### config.mk
export PLATFORM = sky130hd
export DESIGN_NAME = zports_top
export DESIGN_NICKNAME = d
export VERILOG_FILES = /design/src/zports_pkg.sv /design/src/bus_handshake.sv /design/src/port_decode.sv /design/src/xt_regs.sv /design/src/sd_port.sv /design/src/port_read_mux.sv /design/src/zports_top.sv
export SDC_FILE = /design/constraint.sdc
export NUM_CORES = 1
export LEC_CHECK = 0
export ABC_AREA = 1
export BUFFER_PORTS_ARGS = -buffer_cell sky130_fd_sc_hd__buf_2
export CAP_MARGIN = 20
export CORE_MARGIN = 5
export CORE_UTILIZATION = 57
export CTS_BUF_LIST = sky130_fd_sc_hd__clkbuf_2
export DETAILED_ROUTE_END_ITERATION = 7
export HOLD_SLACK_MARGIN = 0.08
export PLACE_DENSITY = 0.95
export SLEW_MARGIN = 20
export SYNTH_ARGS = -nofsm -noshare
export SYNTH_HDL_FRONTEND = slang
export SYNTH_HIERARCHICAL = 1
export SYNTH_SLANG_ARGS = --single-unit
### constraint.sdc
create_clock -name clk -period 4.6 [get_ports clk]
set_input_delay 0.92 -clock clk [delete_from_list [all_inputs] [get_ports clk]]
set_output_delay 0.92 -clock clk [all_outputs]
set_load 0.02 [all_outputs]
### src/zports_pkg.sv
// zports shared definitions
`default_nettype none

package zports_pkg;

	// low address byte of each port
	localparam logic [7:0] PORT_FE    = 8'hFE; // keys, tape
	localparam logic [7:0] PORT_FD    = 8'hFD; // 128k paging, a15 low only
	localparam logic [7:0] PORT_XT    = 8'hAF; // extended regs, hoa picks one
	localparam logic [7:0] PORT_KJOY  = 8'h1F;
	localparam logic [7:0] PORT_SDCFG = 8'h77;
	localparam logic [7:0] PORT_SDDAT = 8'h57;

	// #nnAF register indices
	localparam logic [7:0] XT_STATUS  = 8'h00;
	localparam logic [7:0] XT_RAMPAGE = 8'h10; // #10..#13, one per window
	localparam logic [7:0] XT_FMADDR  = 8'h15;
	localparam logic [7:0] XT_SYSCONF = 8'h20;
	localparam logic [7:0] XT_MEMCONF = 8'h21;
	localparam logic [7:0] XT_IM2VECT = 8'h25;
	localparam logic [7:0] XT_FDDVIRT = 8'h29;
	localparam logic [7:0] XT_INTMASK = 8'h2A;

	// im2 vector source codes
	localparam logic [2:0] INT_FRM = 3'b000;
	localparam logic [2:0] INT_LIN = 3'b001;
	localparam logic [2:0] INT_DMA = 3'b010;

	localparam logic [7:0] SYSCONF_RST = 8'h01; // turbo 7 MHz
	localparam logic [7:0] MEMCONF_RST = 8'h04; // no map, 512k
	// page 3 first, so index i gives page i
	localparam logic [3:0][7:0] RAMPAGE_RST = {8'h00, 8'h02, 8'h05, 8'h00};
	localparam logic [2:0] IM2V_FRM_RST = 3'b111;
	localparam logic [7:0] INTMASK_RST  = 8'h01; // frame int only

	typedef struct packed {
		logic [15:0] addr;
		logic [7:0]  wdata;
		logic        wr;    // 1 = write
	} cpu_bus_t;

	typedef struct packed {
		logic fe;
		logic xt;
		logic p7ffd;
		logic kjoy;   // dos low
		logic sdcfg;  // dos low
		logic sddat;  // dos low
	} port_sel_t;

	// one data byte as seen by 7FFD and by IM2VECT
	typedef union packed {
		logic [7:0] raw;
		struct packed {
			logic [1:0] page_hi;
			logic       lock48;
			logic       rom;
			logic       scr;
			logic [2:0] page_lo;
		} p7ffd;
		struct packed {
			logic       spare;
			logic [2:0] source;
			logic [2:0] vector;
			logic       low;
		} im2v;
	} data_byte_u;

endpackage

`default_nettype wire

### src/bus_handshake.sv
// four-phase access responder
`timescale 1ns/100ps
`default_nettype none

module bus_handshake
(
	input  wire  clk,
	input  wire  rst,
	input  wire  req,
	output logic ack,
	output logic acc_stb  // one cycle per access
);

	always_ff @(posedge clk)
	begin
		if (rst)
		begin
			ack     <= 1'b0;
			acc_stb <= 1'b0;
		end
		else
		begin
			// no new strobe while one is pending or ack still up
			acc_stb <= req & ~ack & ~acc_stb;

			if (acc_stb)
				ack <= 1'b1;
			else if (!req)
				ack <= 1'b0;  // requester has let go
		end
	end

	// ack follows a request that was still held
	ack_needs_req: assert property (@(posedge clk) disable iff (rst)
		$rose(ack) |-> $past(req));

	stb_single: assert property (@(posedge clk) disable iff (rst)
		acc_stb |=> !acc_stb);

endmodule

`default_nettype wire

### src/port_decode.sv
// port address decode
`timescale 1ns/100ps
`default_nettype none

module port_decode
(
	input  wire [15:0]           addr,
	input  wire                  dos,
	output zports_pkg::port_sel_t sel,
	output logic                 porthit  // internal port hit
);

	import zports_pkg::*;

	logic [7:0] loa;

	assign loa = addr[7:0];

	always_comb
	begin
		sel.fe    = (loa == PORT_FE);
		sel.xt    = (loa == PORT_XT);
		sel.p7ffd = (loa == PORT_FD) && !addr[15]; // BFFD and up is not ours

		// hidden while the dos rom is on
		sel.kjoy  = (loa == PORT_KJOY) && !dos;
		sel.sdcfg = (loa == PORT_SDCFG) && !dos;
		sel.sddat = (loa == PORT_SDDAT) && !dos;
	end

	always_comb
	begin
		porthit = sel.fe
			| sel.xt
			| sel.p7ffd
			| sel.kjoy
			| sel.sdcfg
			| sel.sddat;
	end

endmodule

`default_nettype wire

### src/xt_regs.sv
// extended config registers and 7FFD paging
`timescale 1ns/100ps
`default_nettype none

module xt_regs
(
	input  wire                      clk,
	input  wire                      rst,
	input  wire                      acc_stb,
	input  wire                      wr,
	input  wire zports_pkg::port_sel_t sel,
	input  wire [7:0]                hoa,
	input  wire zports_pkg::data_byte_u wdata,
	output logic [31:0]              xt_page,
	output logic [4:0]               fmaddr,
	output logic [7:0]               sysconf,
	output logic [7:0]               memconf,
	output logic [3:0]               fddvirt,
	output logic [2:0]               im2v_frm,
	output logic [2:0]               im2v_lin,
	output logic [2:0]               im2v_dma,
	output logic [7:0]               intmask,
	output logic                     pwr_up_flag
);

	import zports_pkg::*;

	logic [3:0][7:0] rampage;
	logic [7:0]      page3_nxt;
	logic            lock48;
	logic            pwr_up;  // set by reset, eaten by first status read

	wire xt_wr    = acc_stb & wr & sel.xt;
	wire p7ffd_wr = acc_stb & wr & sel.p7ffd & ~lock48;
	wire stat_rd  = acc_stb & ~wr & sel.xt & (hoa == XT_STATUS);

	assign xt_page = rampage;

	// page 3 from 7FFD, shaped by lock mode
	always_comb
	begin
		case (memconf[7:6])
			2'd0: page3_nxt = {3'b000, wdata.p7ffd.page_hi, wdata.p7ffd.page_lo};
			2'd3: page3_nxt = {2'b00, wdata.p7ffd.lock48, wdata.p7ffd.page_hi,
				wdata.p7ffd.page_lo};  // 1M paging
			default: page3_nxt = {5'b00000, wdata.p7ffd.page_lo}; // 128k only
		endcase
	end

	always_ff @(posedge clk)
	begin
		if (rst)
		begin
			rampage  <= RAMPAGE_RST;
			fmaddr   <= '0;
			sysconf  <= SYSCONF_RST;
			memconf  <= MEMCONF_RST;
			fddvirt  <= '0;
			im2v_frm <= IM2V_FRM_RST;
			im2v_lin <= '0;
			im2v_dma <= '0;
			intmask  <= INTMASK_RST;
		end
		else if (p7ffd_wr)
		begin
			memconf[0] <= wdata.p7ffd.rom;
			rampage[3] <= page3_nxt;
		end
		else if (xt_wr)
		begin
			if (hoa[7:2] == XT_RAMPAGE[7:2])
				rampage[hoa[1:0]] <= wdata.raw;
			case (hoa)
				XT_FMADDR:  fmaddr  <= wdata.raw[4:0];
				XT_SYSCONF: sysconf <= wdata.raw;
				XT_MEMCONF: memconf <= wdata.raw;
				XT_FDDVIRT: fddvirt <= wdata.raw[3:0];
				XT_INTMASK: intmask <= wdata.raw;
				XT_IM2VECT:
				begin
					// source field picks which vector is loaded
					if (wdata.im2v.source == INT_FRM)
						im2v_frm <= wdata.im2v.vector;
					if (wdata.im2v.source == INT_LIN)
						im2v_lin <= wdata.im2v.vector;
					if (wdata.im2v.source == INT_DMA)
						im2v_dma <= wdata.im2v.vector;
				end
				default: ;
			endcase
		end
	end

	always_ff @(posedge clk)
	begin
		if (rst)
			lock48 <= 1'b0;
		else if (p7ffd_wr && memconf[7:6] != 2'd3)  // mode 3 uses bit 5 as page bit
			lock48 <= wdata.p7ffd.lock48;
	end

	always_ff @(posedge clk)
	begin
		if (rst)
		begin
			pwr_up      <= 1'b1;
			pwr_up_flag <= 1'b0;
		end
		else if (stat_rd)
		begin
			pwr_up_flag <= pwr_up;
			pwr_up      <= 1'b0;
		end
	end

	lock48_sticky: assert property (@(posedge clk) disable iff (rst)
		lock48 |=> lock48);

endmodule

`default_nettype wire

### src/sd_port.sv
// sd card chip select and spi start
`timescale 1ns/100ps
`default_nettype none

module sd_port
(
	input  wire                      clk,
	input  wire                      rst,
	input  wire                      acc_stb,
	input  wire                      wr,
	input  wire zports_pkg::port_sel_t sel,
	input  wire [7:0]                wdata,
	output logic                     sdcs_n,
	output logic                     sd_start,
	output logic [7:0]               sd_datain
);

	always_ff @(posedge clk)
	begin
		if (rst)
			sdcs_n <= 1'b1;  // card deselected
		else if (acc_stb && wr && sel.sdcfg)
			sdcs_n <= wdata[1];
	end

	assign sd_start  = acc_stb & sel.sddat;   // read or write both shift a byte
	assign sd_datain = wr ? wdata : 8'hFF;    // reads clock out ones

endmodule

`default_nettype wire

### src/port_read_mux.sv
// port read data select
`timescale 1ns/100ps
`default_nettype none

module port_read_mux
(
	input  wire zports_pkg::port_sel_t sel,
	input  wire [7:0]                hoa,
	input  wire [4:0]                keys_in,
	input  wire                      tape_read,
	input  wire [4:0]                kj_in,
	input  wire [7:0]                sd_dataout,
	input  wire                      pwr_up_flag,
	input  wire [31:0]               xt_page,
	output logic [7:0]               rdata
);

	import zports_pkg::*;

	logic [3:0][7:0] pages;

	assign pages = xt_page;

	always_comb
	begin
		rdata = 8'hFF;  // unmapped and write-only ports

		if (sel.fe)
			rdata = {1'b1, tape_read, 1'b0, keys_in};
		else if (sel.kjoy)
			rdata = {3'b000, kj_in};
		else if (sel.sdcfg)
			rdata = 8'h00;  // card present, not write protected
		else if (sel.sddat)
			rdata = sd_dataout;
		else if (sel.xt)
		begin
			case (hoa)
				XT_STATUS:
					rdata = {1'b0, pwr_up_flag, 6'b000000};
				XT_RAMPAGE + 8'd2, XT_RAMPAGE + 8'd3:
					rdata = pages[hoa[1:0]];
				default:
					rdata = 8'hFF;
			endcase
		end
	end

endmodule

`default_nettype wire

### src/zports_top.sv
// zports top level
`timescale 1ns/100ps
`default_nettype none

module zports_top
(
	input  wire                     clk,
	input  wire                     rst,
	input  wire                     req,
	input  wire zports_pkg::cpu_bus_t bus,
	input  wire                     dos,
	input  wire [4:0]               keys_in,
	input  wire                     tape_read,
	input  wire [4:0]               kj_in,
	input  wire [7:0]               sd_dataout,
	output wire                     ack,
	output wire [7:0]               rdata,
	output wire                     porthit,
	output wire [31:0]              xt_page,
	output wire [4:0]               fmaddr,
	output wire [7:0]               sysconf,
	output wire [7:0]               memconf,
	output wire [3:0]               fddvirt,
	output wire [2:0]               im2v_frm,
	output wire [2:0]               im2v_lin,
	output wire [2:0]               im2v_dma,
	output wire [7:0]               intmask,
	output wire                     sdcs_n,
	output wire                     sd_start,
	output wire [7:0]               sd_datain
);

	wire                   acc_stb;
	wire                   pwr_up_flag;
	zports_pkg::port_sel_t sel;

	bus_handshake u_hs (.clk, .rst, .req, .ack, .acc_stb);

	port_decode u_dec (.addr(bus.addr), .dos, .sel, .porthit);

	xt_regs u_xt (.clk, .rst, .acc_stb, .wr(bus.wr), .sel, .hoa(bus.addr[15:8]),
		.wdata(bus.wdata), .xt_page, .fmaddr, .sysconf, .memconf, .fddvirt,
		.im2v_frm, .im2v_lin, .im2v_dma, .intmask, .pwr_up_flag);

	sd_port u_sd (.clk, .rst, .acc_stb, .wr(bus.wr), .sel, .wdata(bus.wdata),
		.sdcs_n, .sd_start, .sd_datain);

	port_read_mux u_rd (.sel, .hoa(bus.addr[15:8]), .keys_in, .tape_read, .kj_in,
		.sd_dataout, .pwr_up_flag, .xt_page, .rdata);

endmodule

`default_nettype wire

# After elaboration in Yosys (flattened, before gate mapping)

Index checks and enable logic that the tools add are counted.

Flip-flop bits (word level): 80
Latch bits: 0
RAM bits: 0
Memory bits (read-only): 0
Input bits: 48
Logic and storage cells: 110
Memories kept: 0

Add/subtract/negate cells: 0
Multiply operators: 0
Div/mod/pow operators: 0
$lt $le $gt $ge: 2
Equal/unequal tests: 20
Shifts and indexed selects: 0
Multiplexer cells: 21
Bitwise gates (word level): 20
Reduce and logical (&&, ||, !) cells: 28

Operator list:

| operator                                             | number |
|---|---|
| two-way mux 8 bit                                    | 9 |
| two-way mux 32 bit                                   | 2 |
| equality test 8 x 6 -> 1 bit (second input constant) | 5 |
| bitwise mux 32 bit                                   | 1 |
| equality test 8 x 5 -> 1 bit (second input constant) | 4 |
| equality test 8 bit (second input constant)          | 3 |
| AND reduction 3 bit                                  | 6 |
| binary-select mux 8 bit (select 2 bit)               | 1 |
| demux 8 bit (select 2 bit)                           | 1 |
| equality test 8 x 7 -> 1 bit (second input constant) | 2 |
| case mux 8 bit (2 select lines)                      | 1 |
| case mux 6 bit (2 select lines)                      | 1 |
| AND reduction 4 bit                                  | 3 |
| AND 1 bit                                            | 10 |
| logical AND 1 bit                                    | 8 |
| logical NOT 8 bit                                    | 1 |
| equality test 6 x 3 -> 1 bit (second input constant) | 1 |
| nonzero test 2 bit                                   | 3 |
| two-way mux 1 bit                                    | 5 |
| NOT 1 bit                                            | 5 |
| OR 1 bit                                             | 5 |
| AND reduction 2 bit                                  | 2 |
| equality test 3 x 1 -> 1 bit (second input constant) | 1 |
| equality test 3 x 2 -> 1 bit (second input constant) | 1 |
| 9 further kinds                                      | 10 |

# Logic depth before layout (Yosys ltp)

Gate-level depths: netlist of the first run.

Depth in word-level cells: 8
Mapped depth: 12
Mapped depth without buffers: 12

# Modules after synthesis

Netlist of the first run, hierarchy kept.

By module, submodules not included:

| module        | instances | cells an instance | area each (um^2) | seq. area each (um^2) |
|---|---|---|---|---|
| xt_regs       | 1         | 438               | 3171.8           | 1541.5 |
| port_read_mux | 1         | 151               | 703.2            | 0.0 |
| port_decode   | 1         | 46                | 209.0            | 0.0 |
| sd_port       | 1         | 25                | 127.6            | 20.0 |
| bus_handshake | 1         | 10                | 75.1             | 40.0 |

# Worst setup path before layout of the first run

OpenSTA, ideal clock, no wires.

Path type: input to output
From: in bus[15] (netlist name)
To: out rdata[5]
Arrival: 2.107 ns
Data required time: 3.680 ns
Slack: 1.573 ns
Stages: 8
Path buffers: 0
Cells stage by stage: inv_1 -> nor2_2 -> nand2_1 -> nor3_1 -> nor2_1 -> nand3_1 -> nor2_8 -> a21oi_1

RTL lines:

| what        | line             | source |
|---|---|---|
| from (decl) | zports_top.sv:10 | `input wire zports_pkg::cpu_bus_t bus,` |
| to (decl)   | zports_top.sv:17 | `output wire [7:0] rdata,` |

==> summary.txt, run 1 <==
Outcome
  – Status: complete, no violations

Critical path
  – Crit path max fanout: 7
  – Top delay family on crit path: simple AND/OR/NAND/NOR gates
  – Critical Path End Type: primary output
  – Crit path largest cell delay: 300 ps
  – Nature of the critical path startpoint: input pin
  – Crit path kind: in -> out
  – Worst path bufs/invs: 3
  – Slowest CP cell: nor3_1
  – Worst path cell trace: buf_2 > inv_1 > nor2_2 > nand2_1 > nor3_1 > nor2_1 > nand3_1 > nor2_8 > nand2_1 > nand2_1 > a21oi_2 > buf_2
  – Crit path DAT: 2380 ps
  – CP required: 3680 ps
  – Most used cell along the critical path: nand2_1

Clock network
  – Setup Buffers After CTS: 0
  – Clock root cell: clkbuf_2
  – Reg clk slew, reported paths: 220 ps
  – Clock buffer count from CTS: 9
  – CTS Sinks: 80
  – Clk_lat worst skew: 540 ps
  – CTS resizes: 0
  – Longest Clk Path Bufs: 2
  – Post-CTS Hold Fix Bufs: 0
  – H-tree levels: 3
  – TritonCTS clock tree: built

Power and ir drop
  – Net Switching: 351 uW
  – Part of the power in the clock network: 34.6%
  – Switching part of the total power: 27.8%
  – Peak supply drop: 0.197 mV
  – Power share of the sequential group: 55.2%
  – Power per cell area: 246 nW/um^2
  – Leakage power: 2.66 nW
  – P_int: 912 uW
  – Logic pwr share: 10.2%

STA
  – Post-route setup slack: 1300 ps
  – Setup_tns: 0 ps
  – Slew Limit Fails: 0
  – RSZ-0062 raised after global routing: false
  – Final Skew: 22.7 ps
  – Worst slew margin: 64.5%
  – Hold Violations, Final: 0
  – Final period util: 71.8%
  – # setup viols final: 0
  – Fin crit period: 3300 ps
  – Worst Max-Slew Pin Slew: 532 ps
  – Fmax: 303 MHz

Detailed routing
  – Post-route DRC: 0
  – Drt total wl: 13800 microns
  – DRT Pass-1 Iters: 6
  – Final antenna-violating net count: 0
  – Total number of vias: 4914
  – Vias per cell: 5.44
  – Wire length per cell: 15.3 microns
  – 1st-iter DRT viols: 585

Global route
  – Largest net degree at the start of global routing: 60
  – All-Layer GR Usage: 28.4%
  – Vias in the first global route: 4592
  – Initial antenna violation count: 0
  – GR Overflow Total: 0
  – First-pass GRT wire length: 22300 microns

Layout
  – Final #Nets: 849
  – Finished Cell Area: 5130 sq um
  – Filler Cells Inserted: 661
  – Fraction of layout cells with a size suffix above 1: 25.7%
  – Core Util, Final: 70.3%
  – ANT cells: 0
  – Area grow syn2layout: 19.6%

Place
  – HPWL after DPL: 9890 microns
  – Placed Area: 4990 sq um
  – PortBufs: 141
  – Worst slack at placement: 1310 ps
  – Final Wtd Congestion: 0.950

Synthesis
  – Post-Synth Adder-Cell Area: 0.584%
  – Mux cell area share after synthesis: 0%
  – Register area share after synthesis: 37.4%
  – Syn_nets: 720
  – Netlist cell types: 28
  – Primary FF master, synth: dfxtp_1
  – Synth top area share: 37.4%
  – Post-synthesis xor/xnor area fraction: 0%
  – Syn_area_per_cell: 6.40 sq um
  – Count of state elements after synthesis: 80
  – Compound-gate portion of the synthesized area: 11.3%
  – Synth async-reset ratio: 0%
  – Top post-synthesis cells by area: dfxtp_1 (37%), nand2_1 (15%), nor2_1 (14%)
  – Commonest cells in the netlist: nand2_1 (167), nor2_1 (160), dfxtp_1 (80)
  – Leading area contributor after synthesis: dfxtp_1
  – Mapped Area: 4290 sq um
  – Largest family of logic cells by synthesized area: simple AND/OR/NAND/NOR gates
  – Post-Syn Instances: 670
  – Number of synthesized flops with an enable pin: 0
  – Simple-Gate Fraction of Synth Area: 40.9%
  – Most frequent cell after synthesis: nand2_1
  – Yosys warns: 6

Hold path
  – HP Class: reg -> reg

Floorplan
  – Die ar.: 9350 sq um
  – Starting Density: 58.8%
  – # IOs: 142
  – FP Rows: 31
  – Die Wd: 96.7 microns
  – Die Span Y: 96.7 microns
  – CORE AREA: 7290 sq um

Job
  – Max-cap check violation count: 0
==> power by group through the flow <==
stage	Combinational, mW	Clock [mW]	Sequential, mW
3_3_place_gp	0.120	0	0.711
4_1_cts	0.125	0.439	0.698
2_1_floorplan	0.0775	0	0.711
5_1_grt	0.139	0.470	0.699
3_5_place_dp	0.124	0	0.711
6_report	0.128	0.437	0.698
==> metrics by stage <==
step | hold WS, ps | std cells | total power, mW
CTS | 486 | 903 | 1.26
global placement | 424 | 887 | 0.831
global route | 496 | 903 | 1.31
detailed placement | 447 | 887 | 0.835
finish | 479 | 903 | 1.26
floorplan | 414 | 670 | 0.789
==> placed cells by master, fill, tap and decap left out, types with 3 or more instances in the layout <==
| cell type | count |
|---|---|
| buf_2 | 141 |
| nand2_2 | 3 |
| o211ai_1 | 7 |
| inv_2 | 16 |
| nor3_1 | 6 |
| nand3_1 | 29 |
| a21oi_1 | 24 |
| nand2_1 | 167 |
| nand4_1 | 11 |
| inv_1 | 58 |
| o21ai_0 | 24 |
| nor2_2 | 6 |
| nor2_4 | 7 |
| nor2_1 | 160 |
| nand3_2 | 8 |
| clkinvlp_4 | 3 |
| clkbuf_2 | 9 |
| dfxtp_1 | 80 |
| a21oi_2 | 6 |
| nor2_8 | 3 |
| o21ai_1 | 25 |
==> final timing paths <==
kind / from / to / slack [ps] / cells past startpoint
max: bus[15] / rdata[4] / 1300 / 12
min: u_xt/memconf[3]$_SDFFE_PP0P_ / u_xt/memconf[3]$_SDFFE_PP0P_ / 480 / 2
max reg2reg: u_hs/acc_stb$_SDFF_PP0_ / u_xt/xt_page[6]$_SDFFE_PP0P_ / 2530 / 7
min reg2reg: u_xt/memconf[3]$_SDFFE_PP0P_ / u_xt/memconf[3]$_SDFFE_PP0P_ / 480 / 2
==> flip-flops by register name, summed over array words and instances (netlist names) <==
register	flops
u_xt/im2v_frm	3
u_xt/memconf	8
u_xt/lock48	1
u_xt/xt_page	32
u_xt/pwr_up	1
u_hs/acc_stb	1
u_xt/sysconf	8
u_xt/intmask	8
u_hs/ack	1
u_xt/im2v_lin	3
u_xt/pwr_up_flag	1
u_xt/fddvirt	4
u_xt/im2v_dma	3
u_xt/fmaddr	5
u_sd/sdcs_n	1
==> layout make-up <==
cell class	instances	area, sq um	area share, %
Clock buffer	9	45.0	0.878
Clock inverter	7	95.1	1.85
Inverter	75	287	5.59
Multi-Input combinational cell	491	2260	44.1
Sequential cell	80	1600	31.2
Tap cell	99	124	2.42
Timing Repair Buffer	142	713	13.9
==> routing by layer <==
layer,GRT usage (%),vias up,routed length (microns)
li1,-,2359,-
met1,35.2,2163,5550
met2,46.4,346,6280
met3,7.84,46,1480
met4,12.1,0,460
met5,0,-,0
==> logic make-up after synthesis <==
group	after synthesis
fa+ha+maj	2
compound gates	88
buf+inv	99
simple gates	401
flops	80
==> worst min-delay path, delay by kind of cell (launching register included) <==
kind / cells / cell delay [ps]
AO/OA/AOI/OAI: 1 / 50
flip-flops: 1 / 360
AND/OR/NAND/NOR: 1 / 60
Note: power is estimated with default switching activity, not from simulation.
==> run 2: changes to the inputs <==
CORE_UTILIZATION = 47   (was 57)
PLACE_DENSITY = 0.84   (was 0.95)
clock period = 2.9 ns   (was 4.6 ns; I/O delays follow)
==> summary.txt, run 2 (synthesized netlist as in run 1, its figures left out) <==
Place
  – Final Wtd Congestion: 0.933 (was 0.950)
  – HPWL after DPL: 9680 microns (was 9890 microns)
  – PortBufs: 141 (unchanged)

Job
  – Max-cap check violation count: 0 (unchanged)

Clock network
  – Reg clk slew, reported paths: 230 ps (was 220 ps)
  – CTS Sinks: 80 (unchanged)
  – TritonCTS clock tree: built (unchanged)
  – Clock buffer count from CTS: 9 (unchanged)
  – H-tree levels: 3 (unchanged)
  – Longest Clk Path Bufs: 2 (unchanged)
  – CTS resizes: 0 (unchanged)
  – Clk_lat worst skew: 530 ps (was 540 ps)
  – Clock root cell: clkbuf_2 (unchanged)
  – Setup Buffers After CTS: 0 (unchanged)
  – Post-CTS Hold Fix Bufs: 0 (unchanged)

Critical path
  – Crit path kind: in -> out (unchanged)
  – Nature of the critical path startpoint: input pin (unchanged)
  – Crit path max fanout: 7 (unchanged)
  – R2R Setup Slk: 1110 ps (was 2530 ps)
  – Crit path DAT: 2000 ps (was 2380 ps)
  – Critical Path End Type: primary output (unchanged)
  – CP required: 2320 ps (was 3680 ps)

Detailed routing
  – Wire length per cell: 14.3 microns (was 15.3 microns)
  – Total number of vias: 4647 (was 4914)
  – Post-route DRC: 0 (unchanged)
  – Vias per cell: 5.09 (was 5.44)
  – Drt total wl: 13000 microns (was 13800 microns)
  – Final antenna-violating net count: 0 (unchanged)
  – DRT Pass-1 Iters: 5 (was 6)
  – 1st-iter DRT viols: 340 (was 585)

Power and ir drop
  – Leakage power: 2.68 nW (was 2.66 nW)
  – Power per cell area: 402 nW/um^2 (was 246 nW/um^2)
  – Net Switching: 544 uW (was 351 uW)
  – P_int: 1.53 mW (was 912 uW)
  – Peak supply drop: 0.222 mV (was 0.197 mV)
  – Power share of the sequential group: 53.2% (was 55.2%)
  – Switching part of the total power: 26.2% (was 27.8%)
  – Tot Pwr: 2.08 mW (was 1.26 mW)
  – Logic pwr share: 9.5% (was 10.2%)
  – Part of the power in the clock network: 37.2% (was 34.6%)

STA
  – Final Skew: 21.5 ps (was 22.7 ps)
  – Fin crit period: 2580 ps
  – # setup viols final: 0 (unchanged)
  – Worst slew margin: 63.8% (was 64.5%)
  – Slew Limit Fails: 0 (unchanged)
  – Hold Violations, Final: 0 (unchanged)
  – Final period util: 89.1%
  – Setup_tns: 0 ps (unchanged)
  – Worst Max-Slew Pin Slew: 543 ps (was 532 ps)
  – RSZ-0062 raised after global routing: false (unchanged)
  – Fmax: 387 MHz

Floorplan
  – FP Rows: 34 (was 31)
  – CORE AREA: 8810 sq um (was 7290 sq um)
  – Starting Density: 48.7% (was 58.8%)
  – Die ar.: 11100 sq um (was 9350 sq um)
  – Die Wd: 106 microns (was 96.7 microns)
  – Die Span Y: 106 microns (was 96.7 microns)
  – # IOs: 142 (unchanged)

Global route
  – First-pass GRT wire length: 21100 microns (was 22300 microns)
  – Met2 GRT Util: 37.3% (was 46.4%)
  – All-Layer GR Usage: 23.2% (was 28.4%)
  – Met3 Use GR: 5.93% (was 7.84%)
  – Vias in the first global route: 4207 (was 4592)
  – Initial antenna violation count: 0 (unchanged)
  – Largest net degree at the start of global routing: 60 (unchanged)
  – GR Overflow Total: 0 (unchanged)
  – GRT Max-Usage Layer: met2 (unchanged)
  – Met1 Track Usage GR: 30.4% (was 35.2%)

Outcome
  – Status: complete, no violations (unchanged)

Hold path
  – HP Class: in -> reg (was reg -> reg)

Layout
  – Core Util, Final: 58.7% (was 70.3%)
  – Commonest non-fill, non-tap cells in the layout: nand2_1 (167), nor2_1 (160), buf_2 (141), dfxtp_1 (80), inv_1 (58) (unchanged)
  – Max FFs per register: 32 (unchanged)
  – Most common cell after layout, fill and taps aside: nand2_1 (unchanged)
  – Final #Nets: 850 (was 849)
  – Fraction of layout cells with a size suffix above 1: 26.0% (was 25.7%)
  – ANT cells: 0 (unchanged)
  – Area grow syn2layout: 20.7% (was 19.6%)
==> run 2: cell types whose count changed in the layout (fill, tap and decap cells not counted) <==
| cell | delta |
|---|---|
| clkinvlp_4 | -2 |
| clkinv_4 | +2 |
| clkinv_2 | +1 |
| bufinv_16 | +1 |
| buf_4 | +1 |
| clkinv_1 | -1 |
| inv_6 | -1 |
==> run 2: layout make-up <==
type,instances,area [sq um]
clock buffer,9,45.0
clock inverter,7,120
fill,887,3630
inverter,75,287
multi-input combinational,491,2260
sequential,80,1600
tap,108,135
timing repair buffer,143,721
==> run 2: stage by stage <==
step	cells	cell area, sq um	setup WS [ps]	hold slack (ps)
finish	913	5170	315	248
CTS	913	5170	315	225
detailed placement	897	5010	307	443
floorplan	670	4290	553	414
global placement	897	5010	366	423
global route	913	5170	104	204
==> run 2: worst max-delay path, cell delays in order <==
cell,delay [ps]
buf_2,100
inv_1,60
nor2_2,90
nand2_1,110
nor3_1,300
nor2_1,80
nand3_1,200
nor2_8,80
nand2_1,70
nand2_1,60
a21oi_2,100
buf_2,170
==> run 2: final timing paths <==
path,startpoint,to,cells past startpoint
max,bus[15],rdata[4],12
min,req,u_hs/acc_stb$_SDFF_PP0_,3
max reg2reg,u_hs/acc_stb$_SDFF_PP0_,u_xt/intmask[2]$_SDFFE_PP0P_,7
min reg2reg,u_xt/pwr_up$_SDFFE_PP1P_,u_xt/pwr_up$_SDFFE_PP1P_,2
==> run 2: per-layer routing <==
metal  part of all wire [%]  vias up
li1                       -     2356
met1                     44     2088
met2                     45      186
met3                    8.5       17
met4                    2.1        0
met5                      0        -
==> run 2: power by group through the flow <==
| stage | clock network, mW | registers, mW | logic [mW] |
|---|---|---|---|
| after detailed placement | 0 | 1.13 | 0.196 |
| after global placement | 0 | 1.13 | 0.195 |
| after floorplan | 0 | 1.13 | 0.123 |
| final | 0.774 | 1.11 | 0.198 |
| after global routing | 0.839 | 1.11 | 0.220 |
| after CTS | 0.789 | 1.11 | 0.197 |
==> run 3: changes to the inputs <==
CORE_UTILIZATION = 46   (was 47)
CTS_BUF_LIST = unset   (was sky130_fd_sc_hd__clkbuf_2)
PLACE_DENSITY = 0.83   (was 0.84)
SKIP_LAST_GASP = 1   (was unset)
==> summary.txt, run 3 (synthesized netlist as in run 1, its figures left out) <==
Outcome
  – Status: complete, no violations (unchanged)

Clock network
  – Post-CTS Hold Fix Bufs: 0 (unchanged)
  – Clock root cell: clkbuf_8 (was clkbuf_2)
  – Reg clk slew, reported paths: 90 ps (was 230 ps)
  – Clock buffer count from CTS: 9 (unchanged)
  – Setup Buffers After CTS: 0 (unchanged)
  – Longest Clk Path Bufs: 2 (unchanged)
  – CTS resizes: 0 (unchanged)
  – H-tree levels: 3 (unchanged)
  – Clk_lat worst skew: 350 ps (was 530 ps)
  – TritonCTS clock tree: built (unchanged)
  – CTS Sinks: 80 (unchanged)

Critical path
  – Worst path cell trace: buf_2 > nand2_1 > nor2_2 > nand3_1 > inv_1 > inv_1 > nor2_1 > nand3_1 > nor2_8 > nand2_1 > nand2_1 > a21oi_2 > buf_2 (was buf_2 > inv_1 > nor2_2 > nand2_1 > nor3_1 > nor2_1 > nand3_1 > nor2_8 > nand2_1 > nand2_1 > a21oi_2 > buf_2)
  – FF-to-FF path depth: 7 (unchanged)
  – Cell depth of the worst setup path: 13 (was 12)
  – CP required: 2320 ps (about the same)
  – Critical Path End Type: primary output (unchanged)
  – Crit path DAT: 2010 ps (was 2000 ps)
  – Most used cell along the critical path: nand2_1 (unchanged)
  – Crit path kind: in -> out (unchanged)
  – Worst path bufs/invs: 4 (was 3)
  – Crit path max fanout: 7 (unchanged)
  – Crit path largest cell delay: 200 ps (was 300 ps)
  – Slowest CP cell: nor2_8 (was nor3_1)
  – Nature of the critical path startpoint: input pin (unchanged)
  – Top delay family on crit path: simple AND/OR/NAND/NOR gates (unchanged)

STA
  – Fin crit period: 2590 ps (was 2580 ps)
  – Slew Limit Fails: 0 (unchanged)
  – RSZ-0062 raised after global routing: false (unchanged)
  – # setup viols final: 0 (unchanged)
  – Final period util: 89.4% (was 89.1%)
  – Final Skew: 9.63 ps (was 21.5 ps)
  – Hold Violations, Final: 0 (unchanged)
  – Post-route setup slack: 308 ps (was 315 ps)
  – Hold_ws: 467 ps (was 248 ps)
  – Worst slew margin: 64.8% (was 63.8%)
  – Setup_tns: 0 ps (unchanged)
  – Worst Max-Slew Pin Slew: 529 ps (was 543 ps)
  – Fmax: 386 MHz (was 387 MHz)

Floorplan
  – Die ar.: 11300 sq um (was 11100 sq um)
  – FP Rows: 35 (was 34)
  – Die Wd: 107 microns (was 106 microns)
  – # IOs: 142 (unchanged)
  – CORE AREA: 9150 sq um (was 8810 sq um)
  – Starting Density: 46.8% (was 48.7%)
  – Die Span Y: 107 microns (was 106 microns)

Detailed routing
  – Drt total wl: 13000 microns (about the same)
  – Wire length per cell: 14.1 microns (was 14.3 microns)
  – Vias per cell: 5.05 (was 5.09)
  – 1st-iter DRT viols: 355 (was 340)
  – Total number of vias: 4627 (was 4647)
  – Final antenna-violating net count: 0 (unchanged)
  – Post-route DRC: 0 (unchanged)
  – DRT Pass-1 Iters: 6 (was 5)

Place
  – Worst slack at placement: 334 ps (was 307 ps)
  – Placed Area: 5020 sq um (was 5010 sq um)
  – Final Wtd Congestion: 0.938 (was 0.933)
  – HPWL after DPL: 9530 microns (was 9680 microns)
  – PortBufs: 141 (unchanged)

Job
  – Max-cap check violation count: 0 (unchanged)

Layout
  – Fraction of layout cells with a size suffix above 1: 26.1% (was 26.0%)
  – Final #Nets: 851 (was 850)
  – Commonest non-fill, non-tap cells in the layout: nand2_1 (167), nor2_1 (160), buf_2 (141), dfxtp_1 (80), inv_1 (58) (unchanged)
  – Area grow syn2layout: 21.5% (was 20.7%)
  – Max FFs per register: 32 (unchanged)
  – Most common cell after layout, fill and taps aside: nand2_1 (unchanged)
  – ANT cells: 0 (unchanged)
  – Finished Cell Area: 5210 sq um (was 5170 sq um)
  – Filler Cells Inserted: 928 (was 887)

Power and ir drop
  – Part of the power in the clock network: 37.5% (was 37.2%)
  – Peak supply drop: 0.221 mV (was 0.222 mV)
  – Power per cell area: 400 nW/um^2 (was 402 nW/um^2)
  – Power share of the sequential group: 52.9% (was 53.2%)
  – P_int: 1.50 mW (was 1.53 mW)
  – Net Switching: 581 uW (was 544 uW)
  – Switching part of the total power: 27.9% (was 26.2%)
  – Logic pwr share: 9.6% (was 9.5%)
  – Leakage power: 2.68 nW (about the same)

Global route
  – Largest net degree at the start of global routing: 60 (unchanged)
  – First-pass GRT wire length: 21000 microns (was 21100 microns)
  – All-Layer GR Usage: 23.0% (was 23.2%)
  – GR Overflow Total: 0 (unchanged)
  – Initial antenna violation count: 0 (unchanged)
  – Vias in the first global route: 4246 (was 4207)

Hold path
  – Number of cells on the worst hold path: 2 (was 3)
  – HP Class: reg -> reg (was in -> reg)
run 3: metrics by stage:
step | util, % | instances | total power [mW]
floorplan | - | 670 | 1.25
global placement | 54.8 | 901 | 1.32
detailed placement | 54.8 | 901 | 1.33
CTS | 56.9 | 917 | 2.09
global route | 56.9 | 917 | 2.17
finish | 56.9 | 917 | 2.08
run 3: path summary, 6_finish.rpt:
check                           startpoint                             to  slack [ps]
min reg2reg  u_xt/xt_page[14]$_SDFFE_PP0P_  u_xt/xt_page[14]$_SDFFE_PP0P_         470
min          u_xt/xt_page[14]$_SDFFE_PP0P_  u_xt/xt_page[14]$_SDFFE_PP0P_         470
max reg2reg        u_hs/acc_stb$_SDFF_PP0_   u_xt/xt_page[6]$_SDFFE_PP0P_        1060
max                                bus[12]                       rdata[3]         310
run 3: routing by layer:
| layer | up-vias | global-route usage [%] | share of wire [%] |
|---|---|---|---|
| met5 | - | 0 | 0 |
| met1 | 2020 | 29.4 | 42 |
| met3 | 20 | 5.77 | 10 |
| met4 | 0 | 7.03 | 1.8 |
| met2 | 228 | 38.1 | 46 |
| li1 | 2359 | - | - |
run 3: area by class of cell:
cell class                 count  area, sq um  share of cell area [%]
tap                          111          139                    2.67
clock inverter                 6         50.0                   0.961
clock buffer                  10          138                    2.64
sequential                    80         1600                    30.8
multi-input combinational    491         2260                    43.5
timing repair buffer         144          728                    14.0
inverter                      75          287                    5.50
run 3: power groups by stage:
stage               registers, mW  logic (mW)  clock network (mW)
floorplan                    1.13       0.123                   0
global placement             1.13       0.196                   0
finish                       1.10       0.201               0.781
CTS                          1.10       0.199               0.794
global route                 1.10       0.222               0.848
detailed placement           1.13       0.198                   0
run 3: worst register-to-register path, cell delays in order, from the launching register on:
cell     delay (ps)
dfxtp_1         500
nand3_1         230
nor2_4          280
nand2_1         180
nor2_4          250
inv_2           130
nor2_1          130
nor2_1           60
